<file path="config.mk">
export PLATFORM = sky130hd
export DESIGN_NAME = srambus2axi
export DESIGN_NICKNAME = d
export VERILOG_FILES = /design/src/bridge_pkg.sv /design/src/sram_req_if.sv /design/src/sram_req_decode.sv /design/src/axi_w_channel_master.sv /design/src/axi_r_channel_master.sv /design/src/srambus_resp_merge.sv /design/src/srambus2axi.sv
export VERILOG_INCLUDE_DIRS = /design/src /design/src/src
export SDC_FILE = /design/constraint.sdc
export NUM_CORES = 1
export LEC_CHECK = 0
export ABC_AREA = 1
export BUFFER_PORTS_ARGS = -buffer_cell sky130_fd_sc_hd__buf_2
export CAP_MARGIN = 10
export CORE_ASPECT_RATIO = 0.7
export CORE_MARGIN = 5
export CORE_UTILIZATION = 45
export CTS_CLUSTER_DIAMETER = 120
export CTS_CLUSTER_SIZE = 20
export DETAILED_ROUTE_END_ITERATION = 16
export PLACE_DENSITY_LB_ADDON = 0.3
export SYNTH_ARGS = -nofsm -noshare
export SYNTH_HDL_FRONTEND = slang
export SYNTH_SLANG_ARGS = --single-unit
</file>
<file path="constraint.sdc">
create_clock -name aclk -period 7.7 [get_ports aclk]
set_clock_uncertainty 0.05 [all_clocks]
set_input_delay 1.54 -clock aclk [delete_from_list [all_inputs] [get_ports aclk]]
set_output_delay 1.54 -clock aclk [all_outputs]
set_load 0.02 [all_outputs]
</file>
<file path="src/bridge_settings.svh">
`ifndef BRIDGE_SETTINGS_SVH
`define BRIDGE_SETTINGS_SVH

// bus widths
`define BRIDGE_ADDR_WIDTH 32
`define BRIDGE_DATA_WIDTH 32
`define BRIDGE_ID_WIDTH 6
`define BRIDGE_STRB_WIDTH 4

// in-flight request kinds kept for in-order return
`define BRIDGE_ORDER_DEPTH 4

`endif

</file>
<file path="src/bridge_pkg.sv">
`include "bridge_settings.svh"

package bridge_pkg;

	// ==================================================
	// vector types
	typedef logic [`BRIDGE_ADDR_WIDTH-1:0] addr_t;
	typedef logic [`BRIDGE_DATA_WIDTH-1:0] data_t;
	typedef logic [`BRIDGE_STRB_WIDTH-1:0] strb_t;
	typedef logic [2:0] size_t;
	typedef logic [2:0] slave_id_t;
	// match_id in the upper bits, slave number below
	typedef logic [`BRIDGE_ID_WIDTH-1:0] axi_id_t;

	// ==================================================
	// enums
	typedef enum logic {KIND_READ = 1'b0, KIND_WRITE = 1'b1} kind_t;

	// addr_data means neither AW nor W has been taken yet
	typedef enum logic [2:0] {W_IDLE, W_ADDR_DATA, W_ADDR, W_DATA, W_RESP} w_state_t;

	typedef enum logic [1:0] {R_IDLE, R_ADDR, R_DATA} r_state_t;

endpackage

</file>
<file path="src/sram_req_if.sv">
interface sram_req_if;

	// one-cycle strobes, high with mem_addr_ok
	logic wr_go;
	logic rd_go;
	bridge_pkg::kind_t kind;
	// remapped address and formed id
	bridge_pkg::addr_t addr;
	bridge_pkg::size_t size;
	bridge_pkg::data_t wdata;
	bridge_pkg::strb_t wmask;
	bridge_pkg::axi_id_t id;

	modport decode (
		output wr_go, rd_go, kind, addr, size, wdata, wmask, id
	);

	modport wmaster (
		input wr_go, addr, size, wdata, wmask, id
	);

	modport rmaster (
		input rd_go, addr, size, id
	);

	modport merge (
		input wr_go, rd_go, kind
	);

endinterface

</file>
<file path="src/sram_req_decode.sv">
`include "bridge_settings.svh"

module sram_req_decode (
	input  logic                aclk,
	input  logic                reset,
	input  logic                mem_req,
	input  logic                mem_wen,
	input  logic                mem_ren,
	input  bridge_pkg::addr_t   mem_address,
	input  bridge_pkg::data_t   mem_wdata,
	input  bridge_pkg::strb_t   mem_wmask,
	input  bridge_pkg::size_t   mem_size,
	input  logic [2:0]          match_id,
	input  logic                w_idle,
	input  logic                r_idle,
	input  logic                order_full,
	input  logic                writing,
	input  bridge_pkg::addr_t   last_write_address,
	output logic                mem_addr_ok,
	sram_req_if.decode          req
);

	logic [3:0] region;
	bridge_pkg::slave_id_t slave_id;
	bridge_pkg::addr_t remap_addr;
	logic want_wr;
	logic want_rd;
	logic raw_hold;
	logic wr_ok;
	logic rd_ok;

	// ==================================================
	// slave decode on the top nibble
	assign region = mem_address[`BRIDGE_ADDR_WIDTH-1 -: 4];

	always_comb begin
		case (region)
			4'h0, 4'h1: slave_id = 3'b001;
			4'h2:       slave_id = 3'b011;
			4'h4:       slave_id = 3'b111;
			default:    slave_id = 3'b000;
		endcase
	end

	assign remap_addr = {4'h0, mem_address[`BRIDGE_ADDR_WIDTH-5:0]};

	// ==================================================
	// acceptance
	assign want_wr = mem_req && mem_wen;
	assign want_rd = mem_req && mem_ren && !mem_wen;
	// read must not pass a write to the same word still on the bus
	assign raw_hold = writing && (remap_addr == last_write_address);

	assign wr_ok = want_wr && w_idle && !order_full;
	assign rd_ok = want_rd && r_idle && !order_full && !raw_hold;
	assign mem_addr_ok = wr_ok || rd_ok;

	assign req.wr_go = wr_ok;
	assign req.rd_go = rd_ok;
	assign req.kind = mem_wen ? bridge_pkg::KIND_WRITE : bridge_pkg::KIND_READ;
	assign req.addr = remap_addr;
	assign req.size = mem_size;
	assign req.wdata = mem_wdata;
	assign req.wmask = mem_wmask;
	assign req.id = {match_id, slave_id};

	// the hold compares against the address the write master took
	assert property (@(posedge aclk) disable iff (reset)
		req.wr_go |=> writing && (last_write_address == $past(req.addr)));

	// an accepted read starts the read master
	assert property (@(posedge aclk) disable iff (reset)
		req.rd_go |=> !r_idle);

endmodule

</file>
<file path="src/axi_w_channel_master.sv">
module axi_w_channel_master (
	input  logic                  aclk,
	input  logic                  reset,
	sram_req_if.wmaster           req,
	output bridge_pkg::addr_t     awaddr,
	output logic [3:0]            awlen,
	output bridge_pkg::size_t     awsize,
	output logic [1:0]            awburst,
	output bridge_pkg::axi_id_t   awid,
	output logic                  awvalid,
	input  logic                  awready,
	output bridge_pkg::data_t     wdata,
	output bridge_pkg::strb_t     wstrb,
	output logic                  wlast,
	output bridge_pkg::axi_id_t   wid,
	output logic                  wvalid,
	input  logic                  wready,
	input  logic [1:0]            bresp,
	input  bridge_pkg::axi_id_t   bid,
	input  logic                  bvalid,
	output logic                  bready,
	output logic                  w_idle,
	output logic                  w_done,
	output logic                  writing,
	output bridge_pkg::addr_t     last_write_address
);

	bridge_pkg::w_state_t state;
	bridge_pkg::w_state_t state_next;

	// ==================================================
	// write FSM, AW and W taken in either order
	always_comb begin
		state_next = state;
		case (state)
			bridge_pkg::W_IDLE: begin
				if (req.wr_go) begin
					state_next = bridge_pkg::W_ADDR_DATA;
				end
			end
			bridge_pkg::W_ADDR_DATA: begin
				if (awready && wready) begin
					state_next = bridge_pkg::W_RESP;
				end else if (awready) begin
					state_next = bridge_pkg::W_DATA;
				end else if (wready) begin
					state_next = bridge_pkg::W_ADDR;
				end
			end
			bridge_pkg::W_ADDR: begin
				if (awready) begin
					state_next = bridge_pkg::W_RESP;
				end
			end
			bridge_pkg::W_DATA: begin
				if (wready) begin
					state_next = bridge_pkg::W_RESP;
				end
			end
			bridge_pkg::W_RESP: begin
				if (bvalid) begin
					state_next = bridge_pkg::W_IDLE;
				end
			end
			default: state_next = bridge_pkg::W_IDLE;
		endcase
	end

	always_ff @(posedge aclk) begin
		if (reset) begin
			state <= bridge_pkg::W_IDLE;
			w_done <= 1'b0;
		end else begin
			state <= state_next;
			w_done <= (state == bridge_pkg::W_RESP) && bvalid;
		end
	end

	// request payload, held for the whole transaction
	always_ff @(posedge aclk) begin
		if (req.wr_go) begin
			awaddr <= req.addr;
			awsize <= req.size;
			awid <= req.id;
			wdata <= req.wdata;
			wstrb <= req.wmask;
		end
	end

	// ==================================================
	// channel outputs
	assign awvalid = (state == bridge_pkg::W_ADDR_DATA) || (state == bridge_pkg::W_ADDR);
	assign wvalid = (state == bridge_pkg::W_ADDR_DATA) || (state == bridge_pkg::W_DATA);
	assign bready = (state == bridge_pkg::W_RESP);
	// single beat, INCR
	assign awlen = 4'd0;
	assign awburst = 2'b01;
	assign wlast = 1'b1;
	assign wid = awid;

	assign w_idle = (state == bridge_pkg::W_IDLE);
	assign writing = !w_idle;
	assign last_write_address = awaddr;

	assert property (@(posedge aclk) disable iff (reset)
		awvalid && !awready |=> awvalid && $stable(awaddr));

	// response belongs to the write that was sent
	assert property (@(posedge aclk) disable iff (reset)
		bvalid && bready |-> (bid == awid) && !$isunknown(bresp));

endmodule

</file>
<file path="src/axi_r_channel_master.sv">
module axi_r_channel_master (
	input  logic                  aclk,
	input  logic                  reset,
	sram_req_if.rmaster           req,
	output bridge_pkg::addr_t     araddr,
	output logic [3:0]            arlen,
	output bridge_pkg::size_t     arsize,
	output logic [1:0]            arburst,
	output bridge_pkg::axi_id_t   arid,
	output logic                  arvalid,
	input  logic                  arready,
	input  bridge_pkg::data_t     rdata,
	input  logic [1:0]            rresp,
	input  logic                  rlast,
	input  bridge_pkg::axi_id_t   rid,
	input  logic                  rvalid,
	output logic                  rready,
	output logic                  r_idle,
	output logic                  r_done,
	output bridge_pkg::data_t     r_data
);

	bridge_pkg::r_state_t state;

	// ==================================================
	// read FSM
	always_ff @(posedge aclk) begin
		if (reset) begin
			state <= bridge_pkg::R_IDLE;
			r_done <= 1'b0;
		end else begin
			r_done <= 1'b0;
			case (state)
				bridge_pkg::R_IDLE: begin
					if (req.rd_go) begin
						state <= bridge_pkg::R_ADDR;
					end
				end
				bridge_pkg::R_ADDR: begin
					if (arready) begin
						state <= bridge_pkg::R_DATA;
					end
				end
				bridge_pkg::R_DATA: begin
					if (rvalid) begin
						state <= bridge_pkg::R_IDLE;
						r_done <= 1'b1;
					end
				end
				default: state <= bridge_pkg::R_IDLE;
			endcase
		end
	end

	// address payload and returned word
	always_ff @(posedge aclk) begin
		if (req.rd_go) begin
			araddr <= req.addr;
			arsize <= req.size;
			arid <= req.id;
		end
		if (rvalid && rready) begin
			r_data <= rdata;
		end
	end

	assign arvalid = (state == bridge_pkg::R_ADDR);
	assign rready = (state == bridge_pkg::R_DATA);
	assign arlen = 4'd0;
	assign arburst = 2'b01;
	assign r_idle = (state == bridge_pkg::R_IDLE);

	assert property (@(posedge aclk) disable iff (reset)
		arvalid && !arready |=> arvalid && $stable(araddr));

	// one beat back, tagged with the id that went out on AR
	assert property (@(posedge aclk) disable iff (reset)
		rvalid && rready |-> rlast && (rid == arid) && !$isunknown(rresp));

endmodule

</file>
<file path="src/srambus_resp_merge.sv">
`include "bridge_settings.svh"

module srambus_resp_merge (
	input  logic                aclk,
	input  logic                reset,
	sram_req_if.merge           req,
	input  logic                w_done,
	input  logic                r_done,
	input  bridge_pkg::data_t   r_data,
	output logic                order_full,
	output logic                mem_data_ok,
	output bridge_pkg::data_t   mem_rdata
);

	localparam int DEPTH = `BRIDGE_ORDER_DEPTH;
	localparam int PTR_W = $clog2(DEPTH);

	bridge_pkg::kind_t order_q [DEPTH];
	bridge_pkg::kind_t head;
	logic [PTR_W-1:0] rd_ptr;
	logic [PTR_W-1:0] wr_ptr;
	logic [PTR_W:0] count;
	logic done_w;
	logic done_r;
	logic push;
	logic pop;
	logic head_done;

	// ==================================================
	// head of the order queue
	assign push = req.wr_go || req.rd_go;
	assign head = order_q[rd_ptr];

	always_comb begin
		if (head == bridge_pkg::KIND_WRITE) begin
			head_done = w_done || done_w;
		end else begin
			head_done = r_done || done_r;
		end
	end

	assign pop = (count != '0) && head_done;
	assign mem_data_ok = pop;
	assign mem_rdata = r_data;
	// also closed while a completion waits behind an older request,
	// so a sticky flag or r_data is never overwritten
	assign order_full = (count == (PTR_W+1)'(DEPTH)) || done_w || done_r;

	always_ff @(posedge aclk) begin
		if (push) begin
			order_q[wr_ptr] <= req.kind;
		end
	end

	always_ff @(posedge aclk) begin
		if (reset) begin
			rd_ptr <= '0;
			wr_ptr <= '0;
			count <= '0;
			done_w <= 1'b0;
			done_r <= 1'b0;
		end else begin
			if (push) begin
				wr_ptr <= (wr_ptr == PTR_W'(DEPTH - 1)) ? '0 : wr_ptr + PTR_W'(1);
			end
			if (pop) begin
				rd_ptr <= (rd_ptr == PTR_W'(DEPTH - 1)) ? '0 : rd_ptr + PTR_W'(1);
			end
			case ({push, pop})
				2'b10: count <= count + (PTR_W+1)'(1);
				2'b01: count <= count - (PTR_W+1)'(1);
				default: count <= count;
			endcase
			// completions that finish out of order wait here
			done_w <= (done_w || w_done) && !(pop && head == bridge_pkg::KIND_WRITE);
			done_r <= (done_r || r_done) && !(pop && head == bridge_pkg::KIND_READ);
		end
	end

	assert property (@(posedge aclk) disable iff (reset)
		push |-> count != (PTR_W+1)'(DEPTH));

endmodule

</file>
<file path="src/srambus2axi.sv">
module srambus2axi (
	input  logic                  aclk,
	input  logic                  reset,
	// write address channel
	output bridge_pkg::addr_t     awaddr,
	output logic [3:0]            awlen,
	output bridge_pkg::size_t     awsize,
	output logic [1:0]            awburst,
	output bridge_pkg::axi_id_t   awid,
	output logic                  awvalid,
	input  logic                  awready,
	// write data channel
	output bridge_pkg::data_t     wdata,
	output bridge_pkg::strb_t     wstrb,
	output logic                  wlast,
	output bridge_pkg::axi_id_t   wid,
	output logic                  wvalid,
	input  logic                  wready,
	// write response channel
	input  logic [1:0]            bresp,
	input  bridge_pkg::axi_id_t   bid,
	input  logic                  bvalid,
	output logic                  bready,
	// read address channel
	output bridge_pkg::addr_t     araddr,
	output logic [3:0]            arlen,
	output bridge_pkg::size_t     arsize,
	output logic [1:0]            arburst,
	output bridge_pkg::axi_id_t   arid,
	output logic                  arvalid,
	input  logic                  arready,
	// read data channel
	input  bridge_pkg::data_t     rdata,
	input  logic [1:0]            rresp,
	input  logic                  rlast,
	input  bridge_pkg::axi_id_t   rid,
	input  logic                  rvalid,
	output logic                  rready,
	// SRAM-style bus
	input  logic                  mem_req,
	input  logic                  mem_wen,
	input  logic                  mem_ren,
	input  bridge_pkg::addr_t     mem_address,
	input  bridge_pkg::data_t     mem_wdata,
	input  bridge_pkg::strb_t     mem_wmask,
	input  bridge_pkg::size_t     mem_size,
	input  logic [2:0]            match_id,
	output logic                  mem_addr_ok,
	output logic                  mem_data_ok,
	output bridge_pkg::data_t     mem_rdata
);

	logic w_idle;
	logic r_idle;
	logic order_full;
	logic writing;
	logic w_done;
	logic r_done;
	bridge_pkg::addr_t last_write_address;
	bridge_pkg::data_t r_data;

	sram_req_if req_bus ();

	sram_req_decode u_decode (
		.aclk(aclk), .reset(reset),
		.mem_req(mem_req), .mem_wen(mem_wen), .mem_ren(mem_ren),
		.mem_address(mem_address), .mem_wdata(mem_wdata), .mem_wmask(mem_wmask),
		.mem_size(mem_size), .match_id(match_id),
		.w_idle(w_idle), .r_idle(r_idle), .order_full(order_full),
		.writing(writing), .last_write_address(last_write_address),
		.mem_addr_ok(mem_addr_ok), .req(req_bus.decode)
	);

	axi_w_channel_master u_wmaster (
		.aclk(aclk), .reset(reset), .req(req_bus.wmaster),
		.awaddr(awaddr), .awlen(awlen), .awsize(awsize), .awburst(awburst),
		.awid(awid), .awvalid(awvalid), .awready(awready),
		.wdata(wdata), .wstrb(wstrb), .wlast(wlast), .wid(wid),
		.wvalid(wvalid), .wready(wready),
		.bresp(bresp), .bid(bid), .bvalid(bvalid), .bready(bready),
		.w_idle(w_idle), .w_done(w_done), .writing(writing),
		.last_write_address(last_write_address)
	);

	axi_r_channel_master u_rmaster (
		.aclk(aclk), .reset(reset), .req(req_bus.rmaster),
		.araddr(araddr), .arlen(arlen), .arsize(arsize), .arburst(arburst),
		.arid(arid), .arvalid(arvalid), .arready(arready),
		.rdata(rdata), .rresp(rresp), .rlast(rlast), .rid(rid),
		.rvalid(rvalid), .rready(rready),
		.r_idle(r_idle), .r_done(r_done), .r_data(r_data)
	);

	srambus_resp_merge u_merge (
		.aclk(aclk), .reset(reset), .req(req_bus.merge),
		.w_done(w_done), .r_done(r_done), .r_data(r_data),
		.order_full(order_full), .mem_data_ok(mem_data_ok), .mem_rdata(mem_rdata)
	);

endmodule

</file>
==> metrics.cfg, run 1 <==
[clock_network]
cts_buffer_depth=2
post_cts_buffers=0
path_clk_slew_ps=70
clkLatencyLatePin_ps=410
clkSinkCount=164
hold_buffers=0
cts_tree=built
numCtsBuffers=17
ctsHtreeMaxLevel=4
cts_resized=0
cts-root-buf=clkbuf_16

[drt]
finalWirelength_mm=14.17
drt_iter0_drc=200
drc=0
vias=4077
ant_nets=0
wl_per_cell_um=15.67
dr.pass1.iters=6
vias_per_cell=4.510

[power]
swShare_pct=29.07
peakVddDrop_mv=0.1517
p_per_area_mw_per_mm2=284.0
combPwrFrac_pct=16.4
p_sw_mw=0.6758
pwr-share-clk_pct=36.4
seq_power_share_pct=47.2
p_leak_nw=3.597
internal_power_mw=1.649

[floorplan]
design.die.area_mm2=0.01602
start_util_pct=46.11
fp.dieW_um=149.1
die_y_um=107.4
num_io_pins=309
rows=35
core_mm2=0.01323

[hold_path]
min_path_type=register to register

[synth]
synth-xor-area-share_pct=2.585
post_synth.cell_area_avg_um2=14.45
syn_area_mm2=0.006098
netlist-cell-type-count=30
seq_area_frac_synth_pct=77.80
synthAdderAreaFrac_pct=1.559
ys_ff_latch=164
synth_top_family_by_area=simple AND/OR/NAND/NOR gates
synth_mux_area_share_pct=0
synth-compound-area-share_pct=1.826
ys_warn_count=0
postSynthCellCount=422
synth_simple_gate_area_share_pct=9.315

[placement]
place_congestion=0.8318
dp_cells=871
portBuffers=270
hpwl_mm=10.90

[sta]
finalSetupViolCount=0
timing.final.crit_share_pct=55.62
slew_headroom_pct=34.41
drv_slew=0
final.min_clock_period_ps=4283
rsz0062_at_grt=false
fmax_ghz=0.2335
fin_setup_tns_ps=0
worst_pin_slew_ps=983.9
hold_viol=0
holdWs_ps=435.3

[setup_path]
start_kind=primary input
critPathKind=primary input to output pin
arrival_ps=2690
worstPathMaxFanout=5
crit_path_end_kind=output pin
required_ps=6110

[final_layout]
areaGrowthSynthToFinish_pct=34.20
final_common_cell=buf_2
drive_above_1_share_pct=44.57
final-instance-count-excl-fill=904
final_cell_mix=270 x buf_2, 146 x edfxtp_1, 66 x nand2_1
utilization_pct=61.88
nNetsFinal=845

[global_route]
grt_pass1_wl_mm=21.42
grt_max_degree=75
grt_use_met3_pct=5.345
grt_usage_pct=17.34
grt_pass1_vias=4001
grt_busiest_layer=met2
met1_usage_pct=21.22
grt_util_met2_pct=28.94
gr-total-overflow=0
antenna_found_initial=1

[outcome]
status=finished clean

[run]
max_cap_viol_count=0

## cell families after synthesis
logic type | count (synthesis)
adder cells (fa/ha/maj) | 7
XOR/XNOR | 18
AO/OA/AOI/OAI | 20
AND/OR/NAND/NOR | 129
buffers and inverters | 82
other | 2
flip-flops | 164
## through the flow
stage | worst slack [ps] | cell area, µm² | total power, mW
final | 3417 | 8184 | 2.324
after global routing | 3236 | 8184 | 2.437
after CTS | 3354 | 8182 | 2.351
after detailed placement | 3376 | 7570 | 1.500
after global placement | 3373 | 7570 | 1.486
after floorplan | 3402 | 6170 | 1.365
## final timing paths
check        cells past startpoint                to  slack (ps)                start
max                             10       mem_addr_ok        3420       mem_address[9]
min                              2  u_merge.count[2]         440     u_merge.count[2]
max reg2reg                     16  u_merge.count[2]        4960  u_wmaster.awaddr[8]
min reg2reg                      2  u_merge.count[2]         440     u_merge.count[2]
## power by group through the flow
stage                     combinational [mW]  clock, mW  sequential (mW)
after floorplan                        0.177          0             1.19
after global placement                 0.375          0             1.11
final                                  0.382      0.846             1.10
after detailed placement               0.385          0             1.12
after CTS                              0.386      0.869             1.10
after global routing                   0.421      0.912             1.10
## routing by layer
| layer | vias to the layer above | wire [µm] |
|---|---|---|
| met5 | - | 0 |
| met4 | 0 | 202 |
| met3 | 14 | 1117 |
| met2 | 164 | 7235 |
| met1 | 1945 | 5614 |
| li1 | 1954 | - |
## cell type report
cell class / instances / area, µm²
clock buffer: 17 / 425.4
timing repair buffer: 273 / 1374
inverter: 54 / 203.9
multi-input combinational: 195 / 1016
antenna: 1 / 2.502
fill: 1083 / 5041
sequential: 164 / 4745
tap: 185 / 231.5
clock inverter: 15 / 186.4
## synthesized netlist by cell type (all sizes together)
cell	count	area (µm²)
edfxtp	146	4384
nand2	68	265.3
inv	53	198.9
nor2	36	135.1
buf	28	210.2
dfxtp	18	360.4
xnor2	11	96.34
a21oi	10	50.05
nand3	10	55.05
o21ai	8	43.79
nor3	7	46.30
xor2	7	61.31
ha	6	75.07
nand4	3	33.78
or2	3	18.77
conb	2	7.510
a211oi	1	7.510
clkinv	1	5.000
fa	1	20.02
nor3b	1	7.510
nor4	1	6.260
o211a	1	10.01
## critical path, cell delays in order
cell	delay (ps)
buf_2	120
xnor2_1	130
nand2_1	90
nor2_1	140
nand2_1	80
nor2_1	130
nand2_1	100
nand2_2	120
nand2_4	80
buf_2	170
## flip-flops by register name (all words and copies together) (netlist names), 2 cells and up, named ones only
register	count
u_rmaster.r_data	32
u_merge.wr_ptr	2
u_wmaster.awsize	3
u_rmaster.state	2
u_wmaster.awaddr	28
u_wmaster.wstrb	4
u_wmaster.awid	6
u_merge.rd_ptr	2
u_rmaster.arid	6
u_wmaster.wdata	32
u_merge.order_q	4
u_merge.count	3
u_wmaster.state	3
u_rmaster.arsize	3
u_rmaster.araddr	28
Note: power is estimated with default switching activity, not from simulation.
==> run 2, diff against run 1 <==
--- a/config.mk
+++ b/config.mk
@@ -11,7 +11,7 @@
 export CAP_MARGIN = 10
 export CORE_ASPECT_RATIO = 0.7
 export CORE_MARGIN = 5
-export CORE_UTILIZATION = 45
+export CORE_UTILIZATION = 41
 export CTS_CLUSTER_DIAMETER = 120
 export CTS_CLUSTER_SIZE = 20
 export DETAILED_ROUTE_END_ITERATION = 16
==> constraint.sdc (replaced) <==
create_clock -name aclk -period 3.5 [get_ports aclk]
set_clock_uncertainty 0.05 [all_clocks]
set_input_delay 0.7 -clock aclk [delete_from_list [all_inputs] [get_ports aclk]]
set_output_delay 0.7 -clock aclk [all_outputs]
set_load 0.02 [all_outputs]
==> run 2 against run 1 <==
Non-clock buffer count did not move. Critical path depth rose by 5. Register-to-register slack got worse by 4200 ps. Final area fell by 0.41%. Sequential power rose by 120%. Final cell count rose by 1.0%. Critical path type is now register to register. Clock power rose by 100%. Via count fell by 1.3%. Global-route usage fell by 1.4 points.
==> metrics.cfg, run 2 (synthesis gave the netlist of run 1 again) <==
[outcome]
status=finished clean

[sta]
slew_headroom_pct=57.47
fmax_ghz=0.3609
finalSetupViolCount=0
holdWs_ps=410.7
layout_setup_ws_ps=729.2
worst_pin_slew_ps=638.0
hold_viol=0
final.min_clock_period_ps=2771
timing.final.crit_share_pct=79.16
fin_setup_tns_ps=0
drv_slew=0
rsz0062_at_grt=false

[setup_path]
timing.rr.start=u_wmaster.awaddr[20]
start_kind=register
crit_chain=xor2_1, nor2_1, nand3_1, nor2_1, nand2_1, nand2_2, nand2_4, inv_2, ha_1, inv_1, fa_1, a21oi_1, o21ai_0, o21ai_0, a21oi_1
path_buf_inv=2
cp-startpoint=u_wmaster.awaddr[20]
path_delay_family=simple AND/OR/NAND/NOR gates
required_ps=3750
worst_path_largest_cell_delay_ps=450
rrSetupSlack_ps=730
critPathKind=register to register
crit_path_end_kind=register
arrival_ps=3020
critPathSlowestCell=fa_1
worstPathMaxFanout=5

[final_layout]
final_cell_mix=270 x buf_2, 146 x edfxtp_1, 66 x nand2_1
nNetsFinal=845
utilization_pct=55.71
final-instance-count-excl-fill=913
top_regs=u_rmaster.r_data: 32 flops, u_wmaster.wdata: 32 flops
final_common_cell=buf_2
fin_area_mm2=0.008150
drive_above_1_share_pct=44.15
diodes=0
final.fill_count=1243
multi_input_area_mm2=0.001016
regArea_mm2=0.004745
areaGrowthSynthToFinish_pct=33.65

[floorplan]
rows=37
fp.dieW_um=155.8
die_y_um=112.0
start_util_pct=41.69
design.die.area_mm2=0.01745
core_mm2=0.01463
num_io_pins=309

[placement]
portBuffers=270
dp_cells=881
place_area_mm2=0.007595
place_congestion=0.8420
place_worst_setup_slack_ps=303.5
hpwl_mm=11.11

[hold_path]
worstHoldStart=mem_wmask[2]
min_path_type=primary input to register

[power]
p_per_area_mw_per_mm2=611.5
power_mw=4.984
peakVddDrop_mv=0.3408
p_leak_nw=3.568

[global_route]
antenna_found_initial=1
grt_pass1_vias=4025
grt_usage_pct=15.94
grt_pass1_wl_mm=21.50
gr-total-overflow=0
grt_max_degree=44

[clock_network]
ctsHtreeMaxLevel=4
cts_tree=built
clkSinkCount=164
cts-root-buf=clkbuf_16
post_cts_buffers=0
cts_resized=0
hold_buffers=0
path_clk_slew_ps=60
clkLatencyLatePin_ps=410
cts_buffer_depth=2
numCtsBuffers=17

[run]
max_cap_viol_count=0

[drt]
wl_per_cell_um=15.56
finalWirelength_mm=14.21
vias=4022
vias_per_cell=4.405
ant_nets=0
dr.pass1.iters=4
drt_iter0_drc=242
drc=0

==> run 2: path summary, 6_finish.rpt <==
kind | end | cells after the start
hold reg to reg | u_merge.count[0] | 1
setup reg to reg | u_merge.count[2] | 15
setup / recovery | u_merge.count[2] | 15
hold / removal | u_wmaster.wstrb[2] | 1
==> run 2: layer usage <==
metal | global-route usage (%) | vias to the layer above | wire length (µm)
li1 | - | 1952 | -
met1 | 19.12 | 1881 | 5648
met2 | 26.83 | 161 | 7120
met3 | 5.511 | 26 | 1202
met4 | 5.714 | 2 | 223
met5 | 0 | - | 13
==> run 2: layout make-up <==
type	count	area share, %
Inverter	54	2.502
Sequential cell	164	58.21
Multi-Input combinational cell	195	12.47
Timing Repair Buffer	273	17.01
Clock buffer	20	5.358
Tap cell	195	2.994
Clock inverter	12	1.458
==> run 2: power breakdown <==
part	switching, mW	internal, mW
clock network	0.738	0.992
logic	0.575	0.268
registers	0.0753	2.34
==> run 3, diff against run 2 <==
--- a/config.mk
+++ b/config.mk
@@ -11,7 +11,7 @@
 export CAP_MARGIN = 10
 export CORE_ASPECT_RATIO = 0.7
 export CORE_MARGIN = 5
-export CORE_UTILIZATION = 41
+export CORE_UTILIZATION = 45
 export CTS_CLUSTER_DIAMETER = 120
 export CTS_CLUSTER_SIZE = 20
 export DETAILED_ROUTE_END_ITERATION = 16
==> constraint.sdc (replaced) <==
create_clock -name aclk -period 2.55 [get_ports aclk]
set_clock_uncertainty 0.05 [all_clocks]
set_input_delay 0.51 -clock aclk [delete_from_list [all_inputs] [get_ports aclk]]
set_output_delay 0.51 -clock aclk [all_outputs]
set_load 0.02 [all_outputs]
==> run 3 against run 2 <==
Critical path depth fell by 3. Setup slack got worse by 670 ps. Final cell count rose by 2.3%. First-iteration DRC count fell by 19%. Combinational power rose by 49%. Total power rose by 45%. Critical path type is now register to output pin.
==> metrics.cfg, run 3 (synthesis gave the netlist of run 1 again) <==
[outcome]
status=finished clean

[power]
seq_power_share_pct=45.8
p_per_area_mw_per_mm2=849.6
pwr-share-clk_pct=36.7
p_sw_mw=2.005
internal_power_mw=5.212
p_leak_nw=3.756
power_mw=7.218
combPwrFrac_pct=17.5
peakVddDrop_mv=0.5036
swShare_pct=27.78

[final_layout]
diodes=0
final_cell_mix=269 x buf_2, 146 x edfxtp_1, 66 x nand2_1
final_common_cell=buf_2
areaGrowthSynthToFinish_pct=39.31
top_regs=u_rmaster.r_data: 32 flops, u_wmaster.wdata: 32 flops
nNetsFinal=876
drive_above_1_share_pct=47.80

[sta]
fin_setup_tns_ps=0
rsz0062_at_grt=true
timing.final.crit_share_pct=97.58
fmax_ghz=0.4019
hold_viol=0
final.min_clock_period_ps=2488
finalSetupViolCount=0
drv_slew=0

[run]
max_cap_viol_count=0

[global_route]
antenna_found_initial=0
grt_pass1_wl_mm=21.97
grt_usage_pct=17.96
gr-total-overflow=0
grt_max_degree=52
grt_pass1_vias=4233

[floorplan]
design.die.area_mm2=0.01602
num_io_pins=309
rows=35
start_util_pct=46.11
core_mm2=0.01323
die_y_um=107.4
fp.dieW_um=149.1

[drt]
vias_per_cell=4.436
dr.pass1.iters=4
ant_nets=0
drc=0
vias=4143
drt_iter0_drc=195
finalWirelength_mm=14.92
wl_per_cell_um=15.97

[setup_path]
required_ps=1990
worstPathMaxFanout=3
arrival_ps=1930
start_kind=register
critPathKind=register to output pin
crit_path_end_kind=output pin

[clock_network]
hold_buffers=0
clkLatencyLatePin_ps=410
cts_buffer_depth=2
cts-root-buf=clkbuf_16
path_clk_slew_ps=70
clkSinkCount=164
numCtsBuffers=17
ctsHtreeMaxLevel=4
cts_tree=built

[placement]
place_congestion=0.8686
portBuffers=270
hpwl_mm=11.58

[hold_path]
min_path_type=primary input to register

## run 3: changes by cell type in the layout (fill, tap and decap cells not counted), sizes merged
cell      delta
clkbuf       -3
clkinvlp     -2
inv          +1
buf         +31
bufinv       +2
clkinv       +2
## run 3: power groups by stage
stage                     clock, mW  sequential [mW]  combinational, mW
final                          2.65             3.31               1.26
after detailed placement          0             3.36               1.24
after CTS                      2.72             3.31               1.25
after floorplan                   0             3.59              0.536
after global routing           2.84             3.33               1.38
after global placement            0             3.35               1.20
## run 3: worst max-delay path: stages, from the launching register on
cell,delay [ps]
edfxtp_1,420
inv_1,80
nand2_1,50
nand2_1,50
nand2_1,60
nor2_2,140
nand3_1,110
nor2_2,160
nand2_1,80
nand2_2,80
nand2_4,60
buf_6,120
buf_6,120
## run 3: stage by stage
stage	util, %	hold slack, ps	instance area, µm²	worst slack (ps)	std cells
after floorplan	-	401.6	6175	69.71	441
after global routing	64.24	189.6	8496	-175.2	934
after detailed placement	59.01	433.7	7804	-272.1	898
final	64.24	220.3	8496	61.84	934
after global placement	59.01	415.8	7804	-231.7	898
after CTS	63.86	200.7	8446	4.623	932
## run 3: per-layer routing
layer  track usage, %  wire length (µm)  up-vias
met2            32.40              7807      150
li1                 -                 -     2015
met3            5.471              1087       15
met5                0                 0        -
met4            5.487               183        0
met1            20.59              5838     1963
## run 3: final cells by class
cell class | count | area (µm²)
clock inverters | 15 | 193.9
well taps | 185 | 231.5
repair buffers | 304 | 1642
multi-input cells | 195 | 1052
flip-flops and latches | 164 | 4745
inverters | 54 | 206.4
clock buffers | 17 | 425.4
fillers | 1028 | 4730
## run 3: final timing paths
| check | from | to | slack [ps] | cells past startpoint |
|---|---|---|---|---|
| max reg2reg | u_wmaster.awaddr[23] | u_merge.count[2] | 100 | 18 |
| min | mem_wdata[11] | u_wmaster.wdata[11] | 220 | 1 |
| min reg2reg | u_merge.count[2] | u_merge.count[2] | 470 | 2 |
| max | u_wmaster.awaddr[23] | mem_addr_ok | 60 | 12 |
## run 3: repair_timing
item	CTS	global route
pin swaps	1	9
setup endpoints to repair	2	2
gates resized for setup	4	12
setup buffers	2	2
